<file path="src/hw/cpuPkg.sv">
package cpuPkg;

    // Width of data words, bus addresses and registers A and B
    parameter int DataWidth = 8;

    ////////////////////
    // Instruction set

    // Instruction class, low nibble of the opcode byte
    typedef enum logic [3:0] {
        OpReadA   = 4'h0, OpReadB   = 4'h1,
        OpWriteA  = 4'h2, OpWriteB  = 4'h3,
        OpMathsA  = 4'h4, OpMathsB  = 4'h5,
        OpBranch  = 4'h6, OpGoto    = 4'h7,
        OpIdle    = 4'h8, OpCall    = 4'h9,
        OpReturn  = 4'hA, OpDerefA  = 4'hB,
        OpDerefB  = 4'hC
    } opCode_t;

    // ALU operation, high nibble of the opcode byte
    // Codes outside this list pass A through
    typedef enum logic [3:0] {
        AluAdd  = 4'h0, AluSub  = 4'h1, AluMul  = 4'h2,
        AluShl  = 4'h3, AluShr  = 4'h4,
        AluIncA = 4'h5, AluIncB = 4'h6,
        AluDecA = 4'h7, AluDecB = 4'h8,
        AluEq   = 4'h9, AluGt   = 4'hA, AluLt   = 4'hB
    } aluOp_t;

    ////////////////////
    // Controller states

    // Upper nibble groups the states of one operation
    typedef enum logic [7:0] {
        StIdle      = 8'hF0, StStart0    = 8'hF1, StStart1 = 8'hF2, StStart2 = 8'hF3,
        StChooseOp  = 8'h00,
        StReadToA   = 8'h10, StReadToB   = 8'h11,
        StRead0     = 8'h12, StRead1     = 8'h13, StRead2  = 8'h14,
        StWriteA    = 8'h20, StWriteB    = 8'h21, StWrite0 = 8'h22,
        StMathsToA  = 8'h30, StMathsToB  = 8'h31, StMaths0 = 8'h32,
        StBranch    = 8'h40, StBranch0   = 8'h41, StBranch1 = 8'h42,
        StGoto      = 8'h50, StGoto0     = 8'h51, StGoto1  = 8'h52,
        StCall      = 8'h60, StCall0     = 8'h61, StCall1  = 8'h62,
        StReturn    = 8'h70, StReturn0   = 8'h71,
        StDerefA    = 8'h80, StDerefB    = 8'h81,
        StDeref0    = 8'h82, StDeref1    = 8'h83
    } cpuState_t;

    ////////////////////
    // Datapath commands

    // Program counter update for the next cycle
    typedef enum logic [2:0] {
        PcHold, PcInc1, PcInc2, PcLoadRom, PcLoadCtx, PcLoadVecA, PcLoadVecB
    } pcCmd_t;

    // Load source of registers A and B
    typedef enum logic [1:0] {
        RegSrcRom, RegSrcBus, RegSrcAlu
    } regSrc_t;

    // Bus port command, registered on the next edge
    typedef enum logic [1:0] {
        BusIdle, BusReadRom, BusReadReg, BusWrite
    } busCmd_t;

    // ROM words holding the thread start addresses
    parameter logic [7:0] IrqVectorA = 8'hFF;
    parameter logic [7:0] IrqVectorB = 8'hFE;

    // Address parked on the bus between accesses
    parameter logic [7:0] BusIdleAddr = 8'hFF;

    // Fetch offset, opcode byte or the operand after it
    parameter logic OffsetNone = 1'b0;
    parameter logic OffsetNext = 1'b1;

endpackage

</file>
<file path="src/hw/busPort.sv">
module busPort #(
    parameter int DataWidth = cpuPkg::DataWidth
) (
    input  logic                  CLK,
    input  logic                  RESET,
    input  cpuPkg::busCmd_t       busCmd,
    input  logic                  regSelect,
    input  logic [DataWidth-1:0]  romData,
    input  logic [DataWidth-1:0]  regA,
    input  logic [DataWidth-1:0]  regB,
    output logic [DataWidth-1:0]  busAddr,
    output logic [DataWidth-1:0]  busDataOut,
    output logic                  busWe
);

    logic [DataWidth-1:0] selReg;

    // Pointer for a dereference, or the value to store
    assign selReg = regSelect ? regB : regA;

    always_ff @(posedge CLK) begin
        if (RESET) begin
            busAddr <= DataWidth'(cpuPkg::BusIdleAddr);
            busWe   <= 1'b0;
        end else begin
            // Strobe lasts one cycle per write command
            busWe <= (busCmd == cpuPkg::BusWrite);
            case (busCmd)
                cpuPkg::BusReadRom, cpuPkg::BusWrite: busAddr <= romData;
                cpuPkg::BusReadReg:                   busAddr <= selReg;
                default: busAddr <= DataWidth'(cpuPkg::BusIdleAddr);
            endcase
        end
    end

    // Write data lines up with the strobe
    always_ff @(posedge CLK) begin
        if (busCmd == cpuPkg::BusWrite) begin
            busDataOut <= selReg;
        end
    end

endmodule

</file>
<file path="src/hw/cpuAlu.sv">
module cpuAlu #(
    parameter int DataWidth = cpuPkg::DataWidth
) (
    input  logic                  CLK,
    input  logic                  RESET,
    input  logic [DataWidth-1:0]  opA,
    input  logic [DataWidth-1:0]  opB,
    input  logic [DataWidth-1:0]  romData,
    output logic [DataWidth-1:0]  aluResult
);

    cpuPkg::aluOp_t aluOp;

    // Operation rides in the high nibble of the opcode byte
    assign aluOp = cpuPkg::aluOp_t'(romData[7:4]);

    // Sampled every clock, result is used one cycle later
    always_ff @(posedge CLK) begin
        if (RESET) begin
            aluResult <= '0;
        end else begin
            case (aluOp)
                cpuPkg::AluAdd:  aluResult <= opA + opB;
                cpuPkg::AluSub:  aluResult <= opA - opB;
                // Low half of the product
                cpuPkg::AluMul:  aluResult <= opA * opB;
                cpuPkg::AluShl:  aluResult <= opA << 1;
                cpuPkg::AluShr:  aluResult <= opA >> 1;
                cpuPkg::AluIncA: aluResult <= opA + DataWidth'(1);
                cpuPkg::AluIncB: aluResult <= opB + DataWidth'(1);
                cpuPkg::AluDecA: aluResult <= opA - DataWidth'(1);
                cpuPkg::AluDecB: aluResult <= opB - DataWidth'(1);
                // Comparisons give 1 or 0 for the branch test
                cpuPkg::AluEq:   aluResult <= DataWidth'(opA == opB);
                cpuPkg::AluGt:   aluResult <= DataWidth'(opA > opB);
                cpuPkg::AluLt:   aluResult <= DataWidth'(opA < opB);
                default:         aluResult <= opA;
            endcase
        end
    end

endmodule

</file>
<file path="src/hw/cpuControl.sv">
module cpuControl #(
    parameter int DataWidth = cpuPkg::DataWidth
) (
    input  logic                  CLK,
    input  logic                  RESET,
    input  logic [DataWidth-1:0]  romData,
    input  logic [DataWidth-1:0]  aluResult,
    input  logic [1:0]            irqRaise,
    output cpuPkg::pcCmd_t        pcCmd,
    output logic                  saveContext,
    output logic                  offsetNext,
    output logic                  regLoadA,
    output logic                  regLoadB,
    output cpuPkg::regSrc_t       regSource,
    output cpuPkg::busCmd_t       busCmd,
    output logic                  regSelect,
    output logic [1:0]            irqAck
);

    cpuPkg::cpuState_t state;
    cpuPkg::cpuState_t stateNext;
    // Remembered register choice where 0 means A and 1 means B
    logic              regSelQ;
    logic              regSelNext;
    logic [1:0]        ackNext;

    // Bus port sees the choice made in this cycle
    assign regSelect = regSelNext;

    always_ff @(posedge CLK) begin
        if (RESET) begin
            state   <= cpuPkg::StChooseOp;
            regSelQ <= 1'b0;
            irqAck  <= 2'b00;
        end else begin
            state   <= stateNext;
            regSelQ <= regSelNext;
            irqAck  <= ackNext;
        end
    end

    always_comb begin
        // Default is to hold everything and park the bus
        stateNext   = state;
        pcCmd       = cpuPkg::PcHold;
        saveContext = 1'b0;
        offsetNext  = cpuPkg::OffsetNone;
        regLoadA    = 1'b0;
        regLoadB    = 1'b0;
        regSource   = cpuPkg::RegSrcBus;
        busCmd      = cpuPkg::BusIdle;
        regSelNext  = regSelQ;
        ackNext     = 2'b00;

        case (state)
            ////////////////////
            // Thread start
            cpuPkg::StIdle: begin
                // Line 0 wins when both are raised
                if (irqRaise[0]) begin
                    stateNext = cpuPkg::StStart0;
                    pcCmd     = cpuPkg::PcLoadVecA;
                    ackNext   = 2'b01;
                end else if (irqRaise[1]) begin
                    stateNext = cpuPkg::StStart0;
                    pcCmd     = cpuPkg::PcLoadVecB;
                    ackNext   = 2'b10;
                end
            end
            cpuPkg::StStart0: stateNext = cpuPkg::StStart1;
            cpuPkg::StStart1: begin
                // ROM now shows the vector word
                stateNext = cpuPkg::StStart2;
                pcCmd     = cpuPkg::PcLoadRom;
            end
            cpuPkg::StStart2: stateNext = cpuPkg::StChooseOp;

            ////////////////////
            // Decode
            cpuPkg::StChooseOp: begin
                // Operand byte is fetched next cycle
                offsetNext = cpuPkg::OffsetNext;
                case (cpuPkg::opCode_t'(romData[3:0]))
                    cpuPkg::OpReadA:  stateNext = cpuPkg::StReadToA;
                    cpuPkg::OpReadB:  stateNext = cpuPkg::StReadToB;
                    cpuPkg::OpWriteA: stateNext = cpuPkg::StWriteA;
                    cpuPkg::OpWriteB: stateNext = cpuPkg::StWriteB;
                    cpuPkg::OpMathsA: stateNext = cpuPkg::StMathsToA;
                    cpuPkg::OpMathsB: stateNext = cpuPkg::StMathsToB;
                    cpuPkg::OpBranch: stateNext = cpuPkg::StBranch;
                    cpuPkg::OpGoto:   stateNext = cpuPkg::StGoto;
                    cpuPkg::OpCall:   stateNext = cpuPkg::StCall;
                    cpuPkg::OpReturn: stateNext = cpuPkg::StReturn;
                    cpuPkg::OpDerefA: stateNext = cpuPkg::StDerefA;
                    cpuPkg::OpDerefB: stateNext = cpuPkg::StDerefB;
                    // Idle opcode and unknown codes end the thread
                    default:          stateNext = cpuPkg::StIdle;
                endcase
            end

            ////////////////////
            // Memory access
            cpuPkg::StReadToA, cpuPkg::StReadToB: begin
                stateNext  = cpuPkg::StRead0;
                regSelNext = (state == cpuPkg::StReadToB);
                // Keep the operand on the ROM for one more cycle
                offsetNext = cpuPkg::OffsetNext;
            end
            cpuPkg::StRead0: begin
                stateNext = cpuPkg::StRead1;
                busCmd    = cpuPkg::BusReadRom;
            end
            cpuPkg::StRead1: begin
                // Address is on the bus so the data is valid now
                stateNext = cpuPkg::StRead2;
                regLoadA  = !regSelQ;
                regLoadB  = regSelQ;
                pcCmd     = cpuPkg::PcInc2;
            end
            cpuPkg::StRead2: stateNext = cpuPkg::StChooseOp;
            cpuPkg::StWriteA, cpuPkg::StWriteB: begin
                // Operand is the target address
                stateNext  = cpuPkg::StWrite0;
                regSelNext = (state == cpuPkg::StWriteB);
                busCmd     = cpuPkg::BusWrite;
                pcCmd      = cpuPkg::PcInc2;
            end
            cpuPkg::StWrite0: stateNext = cpuPkg::StChooseOp;

            ////////////////////
            // ALU and flow control
            cpuPkg::StMathsToA, cpuPkg::StMathsToB: begin
                // Result sampled during decode is ready
                stateNext = cpuPkg::StMaths0;
                regSource = cpuPkg::RegSrcAlu;
                regLoadA  = (state == cpuPkg::StMathsToA);
                regLoadB  = (state == cpuPkg::StMathsToB);
                pcCmd     = cpuPkg::PcInc1;
            end
            cpuPkg::StMaths0: stateNext = cpuPkg::StChooseOp;
            cpuPkg::StBranch: begin
                if (aluResult != '0) begin
                    stateNext  = cpuPkg::StBranch0;
                    offsetNext = cpuPkg::OffsetNext;
                end else begin
                    stateNext = cpuPkg::StBranch1;
                    pcCmd     = cpuPkg::PcInc2;
                end
            end
            cpuPkg::StBranch0: begin
                stateNext = cpuPkg::StBranch1;
                pcCmd     = cpuPkg::PcLoadRom;
            end
            cpuPkg::StBranch1: stateNext = cpuPkg::StChooseOp;
            cpuPkg::StGoto: begin
                stateNext  = cpuPkg::StGoto0;
                offsetNext = cpuPkg::OffsetNext;
            end
            cpuPkg::StGoto0: begin
                stateNext = cpuPkg::StGoto1;
                pcCmd     = cpuPkg::PcLoadRom;
            end
            cpuPkg::StGoto1: stateNext = cpuPkg::StChooseOp;
            cpuPkg::StCall: begin
                // Return lands after the two-byte call
                stateNext   = cpuPkg::StCall0;
                saveContext = 1'b1;
                offsetNext  = cpuPkg::OffsetNext;
            end
            cpuPkg::StCall0: begin
                stateNext = cpuPkg::StCall1;
                pcCmd     = cpuPkg::PcLoadRom;
            end
            cpuPkg::StCall1: stateNext = cpuPkg::StChooseOp;
            cpuPkg::StReturn: begin
                stateNext = cpuPkg::StReturn0;
                pcCmd     = cpuPkg::PcLoadCtx;
            end
            cpuPkg::StReturn0: stateNext = cpuPkg::StChooseOp;

            ////////////////////
            // Dereference
            cpuPkg::StDerefA, cpuPkg::StDerefB: begin
                // Register value is the pointer
                stateNext  = cpuPkg::StDeref0;
                regSelNext = (state == cpuPkg::StDerefB);
                busCmd     = cpuPkg::BusReadReg;
            end
            cpuPkg::StDeref0: begin
                stateNext = cpuPkg::StDeref1;
                regLoadA  = !regSelQ;
                regLoadB  = regSelQ;
                pcCmd     = cpuPkg::PcInc1;
            end
            cpuPkg::StDeref1: stateNext = cpuPkg::StChooseOp;

            default: stateNext = cpuPkg::StIdle;
        endcase
    end

    // Single-cycle one-hot acknowledge for a line raised in the cycle before
    // Line 1 is answered only while line 0 is quiet
    ackPulse: assert property (@(posedge CLK) disable iff (RESET)
        (irqAck != 2'b00) |->
            ($onehot(irqAck) &&
             ((irqAck == 2'b01) ? $past(irqRaise[0]) : ($past(irqRaise) == 2'b10)))
            ##1 (irqAck == 2'b00));

endmodule

</file>
<file path="src/hw/dataRegs.sv">
module dataRegs #(
    parameter int DataWidth = cpuPkg::DataWidth
) (
    input  logic                  CLK,
    input  logic                  RESET,
    input  logic                  regLoadA,
    input  logic                  regLoadB,
    input  cpuPkg::regSrc_t       regSource,
    input  logic [DataWidth-1:0]  romData,
    input  logic [DataWidth-1:0]  busDataIn,
    input  logic [DataWidth-1:0]  aluResult,
    output logic [DataWidth-1:0]  regA,
    output logic [DataWidth-1:0]  regB
);

    logic [DataWidth-1:0] loadValue;

    // One shared source for whichever register loads
    always_comb begin
        case (regSource)
            cpuPkg::RegSrcRom: loadValue = romData;
            cpuPkg::RegSrcBus: loadValue = busDataIn;
            default:           loadValue = aluResult;
        endcase
    end

    always_ff @(posedge CLK) begin
        if (RESET) begin
            regA <= '0;
            regB <= '0;
        end else begin
            if (regLoadA) begin
                regA <= loadValue;
            end
            if (regLoadB) begin
                regB <= loadValue;
            end
        end
    end

    // Controller picks exactly one destination per load
    oneDest: assert property (@(posedge CLK) disable iff (RESET)
        !(regLoadA && regLoadB));

endmodule

</file>
<file path="src/hw/microCpu.sv">
module microCpu #(
    parameter int DataWidth = cpuPkg::DataWidth
) (
    input  logic                  CLK,
    input  logic                  RESET,
    output logic [DataWidth-1:0]  romAddr,
    input  logic [DataWidth-1:0]  romData,
    output logic [DataWidth-1:0]  busAddr,
    output logic [DataWidth-1:0]  busDataOut,
    output logic                  busWe,
    input  logic [DataWidth-1:0]  busDataIn,
    input  logic [1:0]            irqRaise,
    output logic [1:0]            irqAck
);

    ////////////////////
    // Control to datapath
    cpuPkg::pcCmd_t       pcCmd;
    logic                 saveContext;
    logic                 offsetNext;
    logic                 regLoadA;
    logic                 regLoadB;
    cpuPkg::regSrc_t      regSource;
    cpuPkg::busCmd_t      busCmd;
    logic                 regSelect;

    ////////////////////
    // Datapath values
    logic [DataWidth-1:0] regA;
    logic [DataWidth-1:0] regB;
    logic [DataWidth-1:0] aluResult;

    cpuControl #(.DataWidth(DataWidth)) i_cpuControl (
        .CLK(CLK), .RESET(RESET), .romData(romData), .aluResult(aluResult),
        .irqRaise(irqRaise), .pcCmd(pcCmd), .saveContext(saveContext),
        .offsetNext(offsetNext), .regLoadA(regLoadA), .regLoadB(regLoadB),
        .regSource(regSource), .busCmd(busCmd), .regSelect(regSelect), .irqAck(irqAck)
    );

    programCounter #(.DataWidth(DataWidth)) i_programCounter (
        .CLK(CLK), .RESET(RESET), .pcCmd(pcCmd), .saveContext(saveContext),
        .offsetNext(offsetNext), .romData(romData), .romAddr(romAddr)
    );

    dataRegs #(.DataWidth(DataWidth)) i_dataRegs (
        .CLK(CLK), .RESET(RESET), .regLoadA(regLoadA), .regLoadB(regLoadB),
        .regSource(regSource), .romData(romData), .busDataIn(busDataIn),
        .aluResult(aluResult), .regA(regA), .regB(regB)
    );

    // ALU reads the opcode byte straight from the ROM
    cpuAlu #(.DataWidth(DataWidth)) i_cpuAlu (
        .CLK(CLK), .RESET(RESET), .opA(regA), .opB(regB), .romData(romData),
        .aluResult(aluResult)
    );

    busPort #(.DataWidth(DataWidth)) i_busPort (
        .CLK(CLK), .RESET(RESET), .busCmd(busCmd), .regSelect(regSelect),
        .romData(romData), .regA(regA), .regB(regB), .busAddr(busAddr),
        .busDataOut(busDataOut), .busWe(busWe)
    );

endmodule

</file>
<file path="src/hw/programCounter.sv">
module programCounter #(
    parameter int DataWidth = cpuPkg::DataWidth
) (
    input  logic                  CLK,
    input  logic                  RESET,
    input  cpuPkg::pcCmd_t        pcCmd,
    input  logic                  saveContext,
    input  logic                  offsetNext,
    input  logic [DataWidth-1:0]  romData,
    output logic [DataWidth-1:0]  romAddr
);

    logic [DataWidth-1:0] pc;
    // Address saved by a call
    logic [DataWidth-1:0] returnAddr;
    // Selects the opcode byte or its operand
    logic                 offset;

    always_ff @(posedge CLK) begin
        if (RESET) begin
            pc         <= '0;
            offset     <= cpuPkg::OffsetNone;
            returnAddr <= '0;
        end else begin
            offset <= offsetNext;
            case (pcCmd)
                cpuPkg::PcInc1:     pc <= pc + DataWidth'(1);
                cpuPkg::PcInc2:     pc <= pc + DataWidth'(2);
                cpuPkg::PcLoadRom:  pc <= romData;
                cpuPkg::PcLoadCtx:  pc <= returnAddr;
                cpuPkg::PcLoadVecA: pc <= DataWidth'(cpuPkg::IrqVectorA);
                cpuPkg::PcLoadVecB: pc <= DataWidth'(cpuPkg::IrqVectorB);
                default:            pc <= pc;
            endcase
            // Skip the call opcode and its target byte
            if (saveContext) begin
                returnAddr <= pc + DataWidth'(2);
            end
        end
    end

    // Combinational ROM answers in the same cycle
    assign romAddr = pc + DataWidth'(offset);

    // Return and call sequences never overlap
    ctxExclusive: assert property (@(posedge CLK) disable iff (RESET)
        !(pcCmd == cpuPkg::PcLoadCtx && saveContext));

endmodule

</file>
<file path="config.mk">
export PLATFORM = sky130hd
export DESIGN_NAME = microCpu
export DESIGN_NICKNAME = d
export VERILOG_FILES = /design/src/hw/cpuPkg.sv /design/src/hw/busPort.sv /design/src/hw/cpuAlu.sv /design/src/hw/cpuControl.sv /design/src/hw/dataRegs.sv /design/src/hw/microCpu.sv /design/src/hw/programCounter.sv
export SDC_FILE = /design/constraint.sdc
export NUM_CORES = 1
export LEC_CHECK = 0
export BUFFER_PORTS_ARGS = -buffer_cell sky130_fd_sc_hd__buf_2
export CAP_MARGIN = 20
export CORE_MARGIN = 2
export CORE_UTILIZATION = 42
export DETAILED_ROUTE_END_ITERATION = 6
export PLACE_DENSITY = 0.69
export SYNTH_ARGS = -nofsm -noshare
export SYNTH_HDL_FRONTEND = slang
export SYNTH_SLANG_ARGS = --single-unit
</file>
<file path="constraint.sdc">
create_clock -name CLK -period 7.1 [get_ports CLK]
set_clock_uncertainty 0.05 [all_clocks]
set_input_delay 1.065 -clock CLK [delete_from_list [all_inputs] [get_ports CLK]]
set_output_delay 1.065 -clock CLK [all_outputs]
set_load 0.05 [all_outputs]
</file>
==> summary.txt, run 1 <==
Power
  – Total power: around 2.4 mW
  – Switching Fraction: 47.2%
  – Pwr dens: roughly 350 mW/mm²
  – Comb pwr share: between 50% and 60%
  – P_sw: roughly 1.1 mW
  – Internal Dissipation: between 1 and 1.5 mW
  – Clock Power Share: 21.5%
  – Pleak: between 2 and 3 nW
  – Peak supply drop: around 0.15 mV
  – Reg power frac: between 20% and 30%

Setup path
  – Worst setup SP type: flop
  – Crit Reg-Reg Endpoint: i_cpuAlu.aluResult[7]$_SDFF_PP0_
  – FF-to-FF setup slack: 2440 ps
  – R2R depth: 15
  – Worst Setup Path Type: reg -> reg
  – WP data required: about 7300 ps
  – Crit path launch: i_dataRegs.regA[3]$_SDFFE_PP0P_
  – Crit path max fanout: 16
  – Arr. time, crit path: between 4000 and 5000 ps
  – Reg2reg start: i_dataRegs.regA[3]$_SDFFE_PP0P_
  – Critical Path End Type: flop

Logic synthesis
  – Yosys top cell by area: dfxtp_1
  – Syn avg cell area: ~8 µm²
  – Synth Net Count: between 800 and 900
  – Complex-gate fraction of the synthesized area: between 20% and 30%
  – Part of the Yosys area used for sequential elements: 22.6%
  – Main combinational cell family by area after synthesis: compound AO/OA/AOI/OAI gates
  – Synthesized instance count: 801
  – Synth Register Bits: between 60 and 70
  – Synth area leaders: dfxtp_1 (19%), ha_1 (11%), nor2_1 (6.2%)
  – Xor/xnor share of the synthesized area: ~8.5%
  – Synth Area in Simple Gates: between 20 and 25%
  – Top cell type's share of synthesized area: 18.8%
  – Post-Syn Area: 0.00638 mm²
  – Post-Synth Adder-Cell Area: between 15 and 20%
  – Yosys cell types: a little over 80
  – Synth warn: 0
  – Fraction of registers with async set/reset: 0%
  – Number of flops mapped to enable cells by yosys: 8
  – Multiplexer area fraction after synthesis: under 10%
  – Synth Flop Type: dfxtp_1

Die
  – Core Box Area: around 0.015 mm²
  – Chip height: approximately 130 µm
  – FP Rows: 45
  – Initial Utilization: 42.5%
  – Die X: approximately 130 µm
  – # IOs: 47
  – Die Area: between 0.015 and 0.02 mm²

Timing
  – Slew @ Worst Pin: between 800 and 900 ps
  – Setup ws final: between 2000 and 2500 ps
  – Unrepaired setup endpoints after global routing: no
  – Final Hold Viols: 0
  – Max-slew violation count: 0
  – Worst slew margin: about two fifths
  – Peak Freq: 215 MHz
  – Setup TNS: 0 ps
  – Endpoints failing setup: 0
  – Period utilisation layout: around 66%
  – Tmin final: roughly 4700 ps

Detailed routing
  – Detailed-route DRC error count: 4
  – Detailed Routing Iterations Pass 1: 7
  – Wirelength per Cell: between 15 and 20 µm
  – Avg Vias per Cell: 5.90
  – DRT iter0 DRCs: 874
  – Total Routed Length: around 18000 µm
  – DR vias: around 6000
  – Post-DRT Antenna Nets: 0

Place
  – RD Place Congestion: between 0.9 and 1
  – Area post-placement: approximately 0.0066 mm²
  – Worst slack, placed: 2420 ps
  – Port bufs: 46
  – Hpwl dp: ~13000 µm
  – Inst Count DP: slightly below 1000

Layout
  – Layout cells sized above 1: between 10% and 20%
  – Finished Cell Area: approximately 0.0070 mm²
  – Nets: roughly 910
  – Synth-to-Final Area Change: 8.96%
  – Fin cells: 1008
  – Antenna cells: 0

Global routing
  – Global Route Usage Sum: between 20% and 30%
  – First-pass GRT wire length: approximately 29000 µm
  – Busiest grt layer: met2
  – Grt met1 use: a little under a third
  – Vias in the first global route: ~5500
  – Pin count of the biggest net entering global routing: 51
  – GRT overflow: 0
  – GR Util met2: ~36%
  – Met3 Use GR: 3.64%
  – Initial antenna violation count: 0

CTS
  – TritonCTS buffer count: 9
  – H-Tree Depth: 3
  – CTS tree: built
  – CTS Hold Bufs: 0
  – Clk pin slew, worst setup/hold paths: roughly 60 ps
  – Post-CTS Setup Inserts: 0
  – TritonCTS Sinks: 68
  – Worst skew pair latency: 340 ps
  – Max Buffers Root-to-Sink: 2
  – Root Buffer: clkbuf_16
  – Post-cts resize count: 0

Hold path
  – Hold Startpoint: i_programCounter.returnAddr[7]$_SDFFE_PP0P_
  – Min-Delay Endpoint: i_programCounter.returnAddr[7]$_SDFFE_PP0P_
  – WHS Path Cells: 2
  – Hold Path Class: reg -> reg

Run status
  – Status: complete, but fails checks
  – Violated checks: DRC

Run
  – Maxcap violations: 0
-- flip-flops by register name (all words and copies together), names as in the netlist --
name and count:
i_busPort.busAddr 8, i_busPort.busDataOut 8, i_busPort.busWe 1, i_cpuAlu.aluResult 8, i_cpuControl.irqAck 2, i_cpuControl.regSelQ 1, i_cpuControl.state 7, i_dataRegs.regA 8
i_dataRegs.regB 8, i_programCounter.offset 1, i_programCounter.pc 8, i_programCounter.returnAddr 8
-- power groups by stage --
stage	Sequential, mW	Clock (mW)	Combinational [mW]
after floorplan	0.620	0	0.980
after global placement	0.625	0	1.24
after detailed placement	0.622	0	1.24
after CTS	0.614	0.522	1.25
after global routing	0.631	0.534	1.39
final	0.620	0.520	1.27
-- cell families after synthesis --
group | after synthesis
compound gates | 193
xor+xnor | 55
fa+ha+maj | 71
buf+inv | 110
flops | 68
mux | 28
simple gates | 276
-- synth_stat cells (5+ instances only) --
library cell  number
buf_2             13
and3_1            11
ha_1              56
a221oi_1           5
nor3_1            22
nand4_1            6
inv_1             60
nand2b_1           6
and2_1             8
o21ai_1           14
a21oi_1           41
xor2_1            16
o21ai_0           33
mux2_2             9
nor2b_1            7
nand3_1           21
o211ai_1           5
buf_4              7
a211oi_1          14
mux2i_1           16
or4_1              5
nand2_1           65
o22ai_1            6
fa_1              15
o21a_1             5
edfxtp_1           8
dfxtp_1           60
xnor2_1           34
clkbuf_1          20
a31oi_1           13
a21o_1            13
nor2_1           106
-- routing by layer --
| layer | vias to the layer above | wire length [µm] |
|---|---|---|
| met5 | - | 0 |
| met4 | 0 | 465 |
| met3 | 49 | 1340 |
| met2 | 272 | 8180 |
| met1 | 2787 | 8040 |
| li1 | 2844 | - |
-- area by class of cell --
cell class | instances | area (µm²)
timing repair buffer | 50 | 258
multi-input combinational | 623 | 4440
sequential | 68 | 1440
inverter | 63 | 239
clock inverter | 7 | 115
clock buffer | 9 | 225
fill | 1485 | 8080
tap | 188 | 235
-- how the worst max path moves through the flow --
stage / to / slack [ps] / cells after the start
6_report: i_cpuAlu.aluResult[7]$_SDFF_PP0_ / 2440 / 15
2_1_floorplan: i_cpuAlu.aluResult[7]$_SDFF_PP0_ / 3000 / 15
4_1_cts: i_cpuAlu.aluResult[7]$_SDFF_PP0_ / 2430 / 15
3_3_place_gp: i_cpuAlu.aluResult[7]$_SDFF_PP0_ / 2550 / 15
5_1_grt: i_cpuAlu.aluResult[7]$_SDFF_PP0_ / 2200 / 14
3_5_place_dp: i_cpuAlu.aluResult[7]$_SDFF_PP0_ / 2420 / 15
-- per-stage QoR --
step	hold WS (ps)	utilization, %
2_1_floorplan	406	-
3_3_place_gp	430	43.9
3_5_place_dp	441	43.9
4_1_cts	450	46.2
5_1_grt	477	46.3
6_report	449	46.3
-- cells in the final DEF (no fill, tap or decap), drive strengths merged, types with 8 or more instances in the layout --
cell    instances
a211oi         16
a21o           14
a21oi          42
a31oi          13
and2            8
and3           11
buf            48
clkbuf         11
dfxtp          60
edfxtp          8
fa             15
ha             56
inv            62
mux2           11
mux2i          17
nand2          66
nand3          22
nor2          109
nor2b           8
nor3           24
o21ai          48
xnor2          35
xor2           16
-- worst max-delay path, cell delays in order, from the launching register on --
cell and delay [ps]:
dfxtp_1 740, ha_1 270, inv_1 60, fa_1 510
inv_1 40, ha_1 260, inv_1 50, fa_1 510
fa_1 450, xor2_1 200, xnor3_1 350, xnor3_1 370
xnor3_1 260, o211ai_2 90, a221oi_2 200, a211oi_2 100
(Power assumes the default switching activity.)
==> run 2, diff against run 1 <==
- clock period: 7.1 -> 4.4 ns (I/O delays scaled with it)
==> summary.txt, run 2 (synthesized netlist as in run 1, its figures left out) <==
Run
  – Maxcap violations: 0 (unchanged)

Detailed routing
  – Avg Vias per Cell: 5.78 (-2.2%)
  – Post-DRT Antenna Nets: 0 (unchanged)
  – Detailed-route DRC error count: 0 (-4)
  – Detailed Routing Iterations Pass 1: 5 (-2)
  – Total Routed Length: 18200 µm (+0.92%)
  – DRT iter0 DRCs: 682 (-22%)
  – DR vias: 5909 (-0.72%)
  – Wirelength per Cell: 17.8 µm (-0.56%)

CTS
  – Worst skew pair latency: 340 ps (about the same)
  – TritonCTS Sinks: 68 (unchanged)
  – TritonCTS buffer count: 9 (unchanged)
  – Clk pin slew, worst setup/hold paths: 60 ps (about the same)
  – Max Buffers Root-to-Sink: 2 (unchanged)
  – CTS tree: built
  – Root Buffer: clkbuf_16
  – Post-CTS Setup Inserts: 0 (unchanged)
  – CTS Hold Bufs: 0 (unchanged)
  – H-Tree Depth: 3 (unchanged)
  – Post-cts resize count: 0 (unchanged)

Setup path
  – Cell Chain, Critical Path: inv_1 -> nor2_1 -> fa_1 -> inv_1 -> fa_1 -> fa_1 -> fa_1 -> xor2_1 -> xnor3_1 -> xnor3_1 -> xnor3_1 -> o211ai_2 -> a221oi_2 -> a211oi_2
  – Max stage delay on crit path: 500 ps (-240 ps)
  – Critical-path top delay cell: fa_1
  – Most common cell on crit path: fa_1
  – Crit path launch: i_dataRegs.regB[4]$_SDFFE_PP0P_
  – Crit path max fanout: 5 (-11)
  – Critical Path End Type: flop
  – Arr. time, crit path: 4370 ps (-440 ps)
  – WP data required: 4550 ps (-2710 ps)
  – Worst setup SP type: flop
  – Worst Setup Path Type: reg -> reg
  – Reg2reg start: i_dataRegs.regB[4]$_SDFFE_PP0P_

Timing
  – Final hold slack: 456 ps (+7.09 ps)
  – Max-slew violation count: 0 (unchanged)
  – Peak Freq: 237 MHz (+10%)
  – Tmin final: 4220 ps (-435 ps)
  – Period utilisation layout: 95.9% (+30 points)
  – Endpoints failing setup: 0 (unchanged)
  – Setup ws final: 178 ps (-2260 ps)
  – Unrepaired setup endpoints after global routing: no
  – Worst slew margin: 33.1% (-8.4 points)
  – Slew @ Worst Pin: 995 ps (+135 ps)
  – Final Hold Viols: 0 (unchanged)
  – Setup TNS: 0 ps (unchanged)

Global routing
  – Pin count of the biggest net entering global routing: 51 (unchanged)
  – First-pass GRT wire length: 29000 µm (+0.94%)
  – Global Route Usage Sum: 22.4% (+0.30 points)
  – Vias in the first global route: 5499 (+0.73%)
  – Initial antenna violation count: 0 (unchanged)
  – GRT overflow: 0 (unchanged)

Die
  – # IOs: 47 (unchanged)
  – Die Area: 0.0162 mm² (unchanged)
  – Die X: 127 µm (unchanged)
  – Initial Utilization: 42.5% (unchanged)
  – Chip height: 127 µm (unchanged)
  – Core Box Area: 0.0150 mm² (unchanged)
  – FP Rows: 45 (unchanged)

Layout
  – Most common cell after layout, fill and taps aside: nor2_1
  – Antenna cells: 0 (unchanged)
  – Finished Cell Area: 0.00704 mm² (+1.2%)
  – Layout cells sized above 1: 13.9% (+1.7 points)
  – Fin util: 46.8% (+0.55 points)
  – Layout fillers: 1474 (-0.74%)
  – Most frequent cells in the layout: nor2_1 (106), nand2_1 (65), inv_1 (60), dfxtp_1 (60), ha_1 (56)
  – Nets: 921 (+1.7%)
  – Synth-to-Final Area Change: 10.2%

Power
  – Pleak: 3.03 nW (+2.0%)
  – Peak supply drop: 0.248 mV (+66%)
  – Pwr dens: 545 mW/mm² (+57%)

Hold path
  – Hold Startpoint: i_programCounter.returnAddr[7]$_SDFFE_PP0P_
  – Hold Path Class: reg -> reg

Run status
  – Status: complete, no violations

Place
  – Worst slack, placed: 211 ps (-2210 ps)
  – Port bufs: 46 (unchanged)
  – Area post-placement: 0.00673 mm² (+1.9%)
  – RD Place Congestion: 0.959 (+0.89%)
  – Hpwl dp: 13600 µm (+1.4%)
## run 2: final cells by class
type	instances	area, µm²	share of cell area, %
multi-input cells	623	4440	63.1
clock inverters	7	82.6	1.17
inverters	63	239	3.39
flip-flops and latches	68	1440	20.5
repair buffers	65	373	5.30
clock buffers	9	225	3.20
well taps	188	235	3.34
## run 2: where the power goes
part | internal (mW) | switching (mW) | total, mW
Clock | 0.448 | 0.312 | 0.760
Combinational | 0.780 | 1.38 | 2.16
Sequential | 0.766 | 0.148 | 0.914
Total | 1.99 | 1.84 | 3.84
## run 2: critical path: cells and delay by family, from the launching register on
family,cells,cell delay [ps]
fa+ha+maj,4,1770
xor+xnor,4,1160
compound gates,3,410
buf+inv,2,250
flops,1,360
simple gates,1,90
## run 2: through the flow
stage / power [mW] / cells
detailed placement: 3.03 / 1007
CTS: 3.79 / 1023
floorplan: 2.58 / 801
global route: 4.05 / 1023
finish: 3.84 / 1023
global placement: 3.03 / 1007
## run 2: worst paths after layout
check                                                     end  slack, ps  depth (start not counted)
hold reg to reg   i_programCounter.returnAddr[7]$_SDFFE_PP0P_        460                          2
setup reg to reg             i_cpuAlu.aluResult[7]$_SDFF_PP0_        180                         14
hold / removal    i_programCounter.returnAddr[7]$_SDFFE_PP0P_        460                          2
setup / recovery             i_cpuAlu.aluResult[7]$_SDFF_PP0_        180                         14
## run 2: routing by layer
metal	track usage, %	up-vias	routed length (µm)
met1	32.5	2761	8510
met4	6.21	0	317
li1	-	2867	-
met5	0	-	0
met2	35.4	253	8080
met3	2.64	28	1280
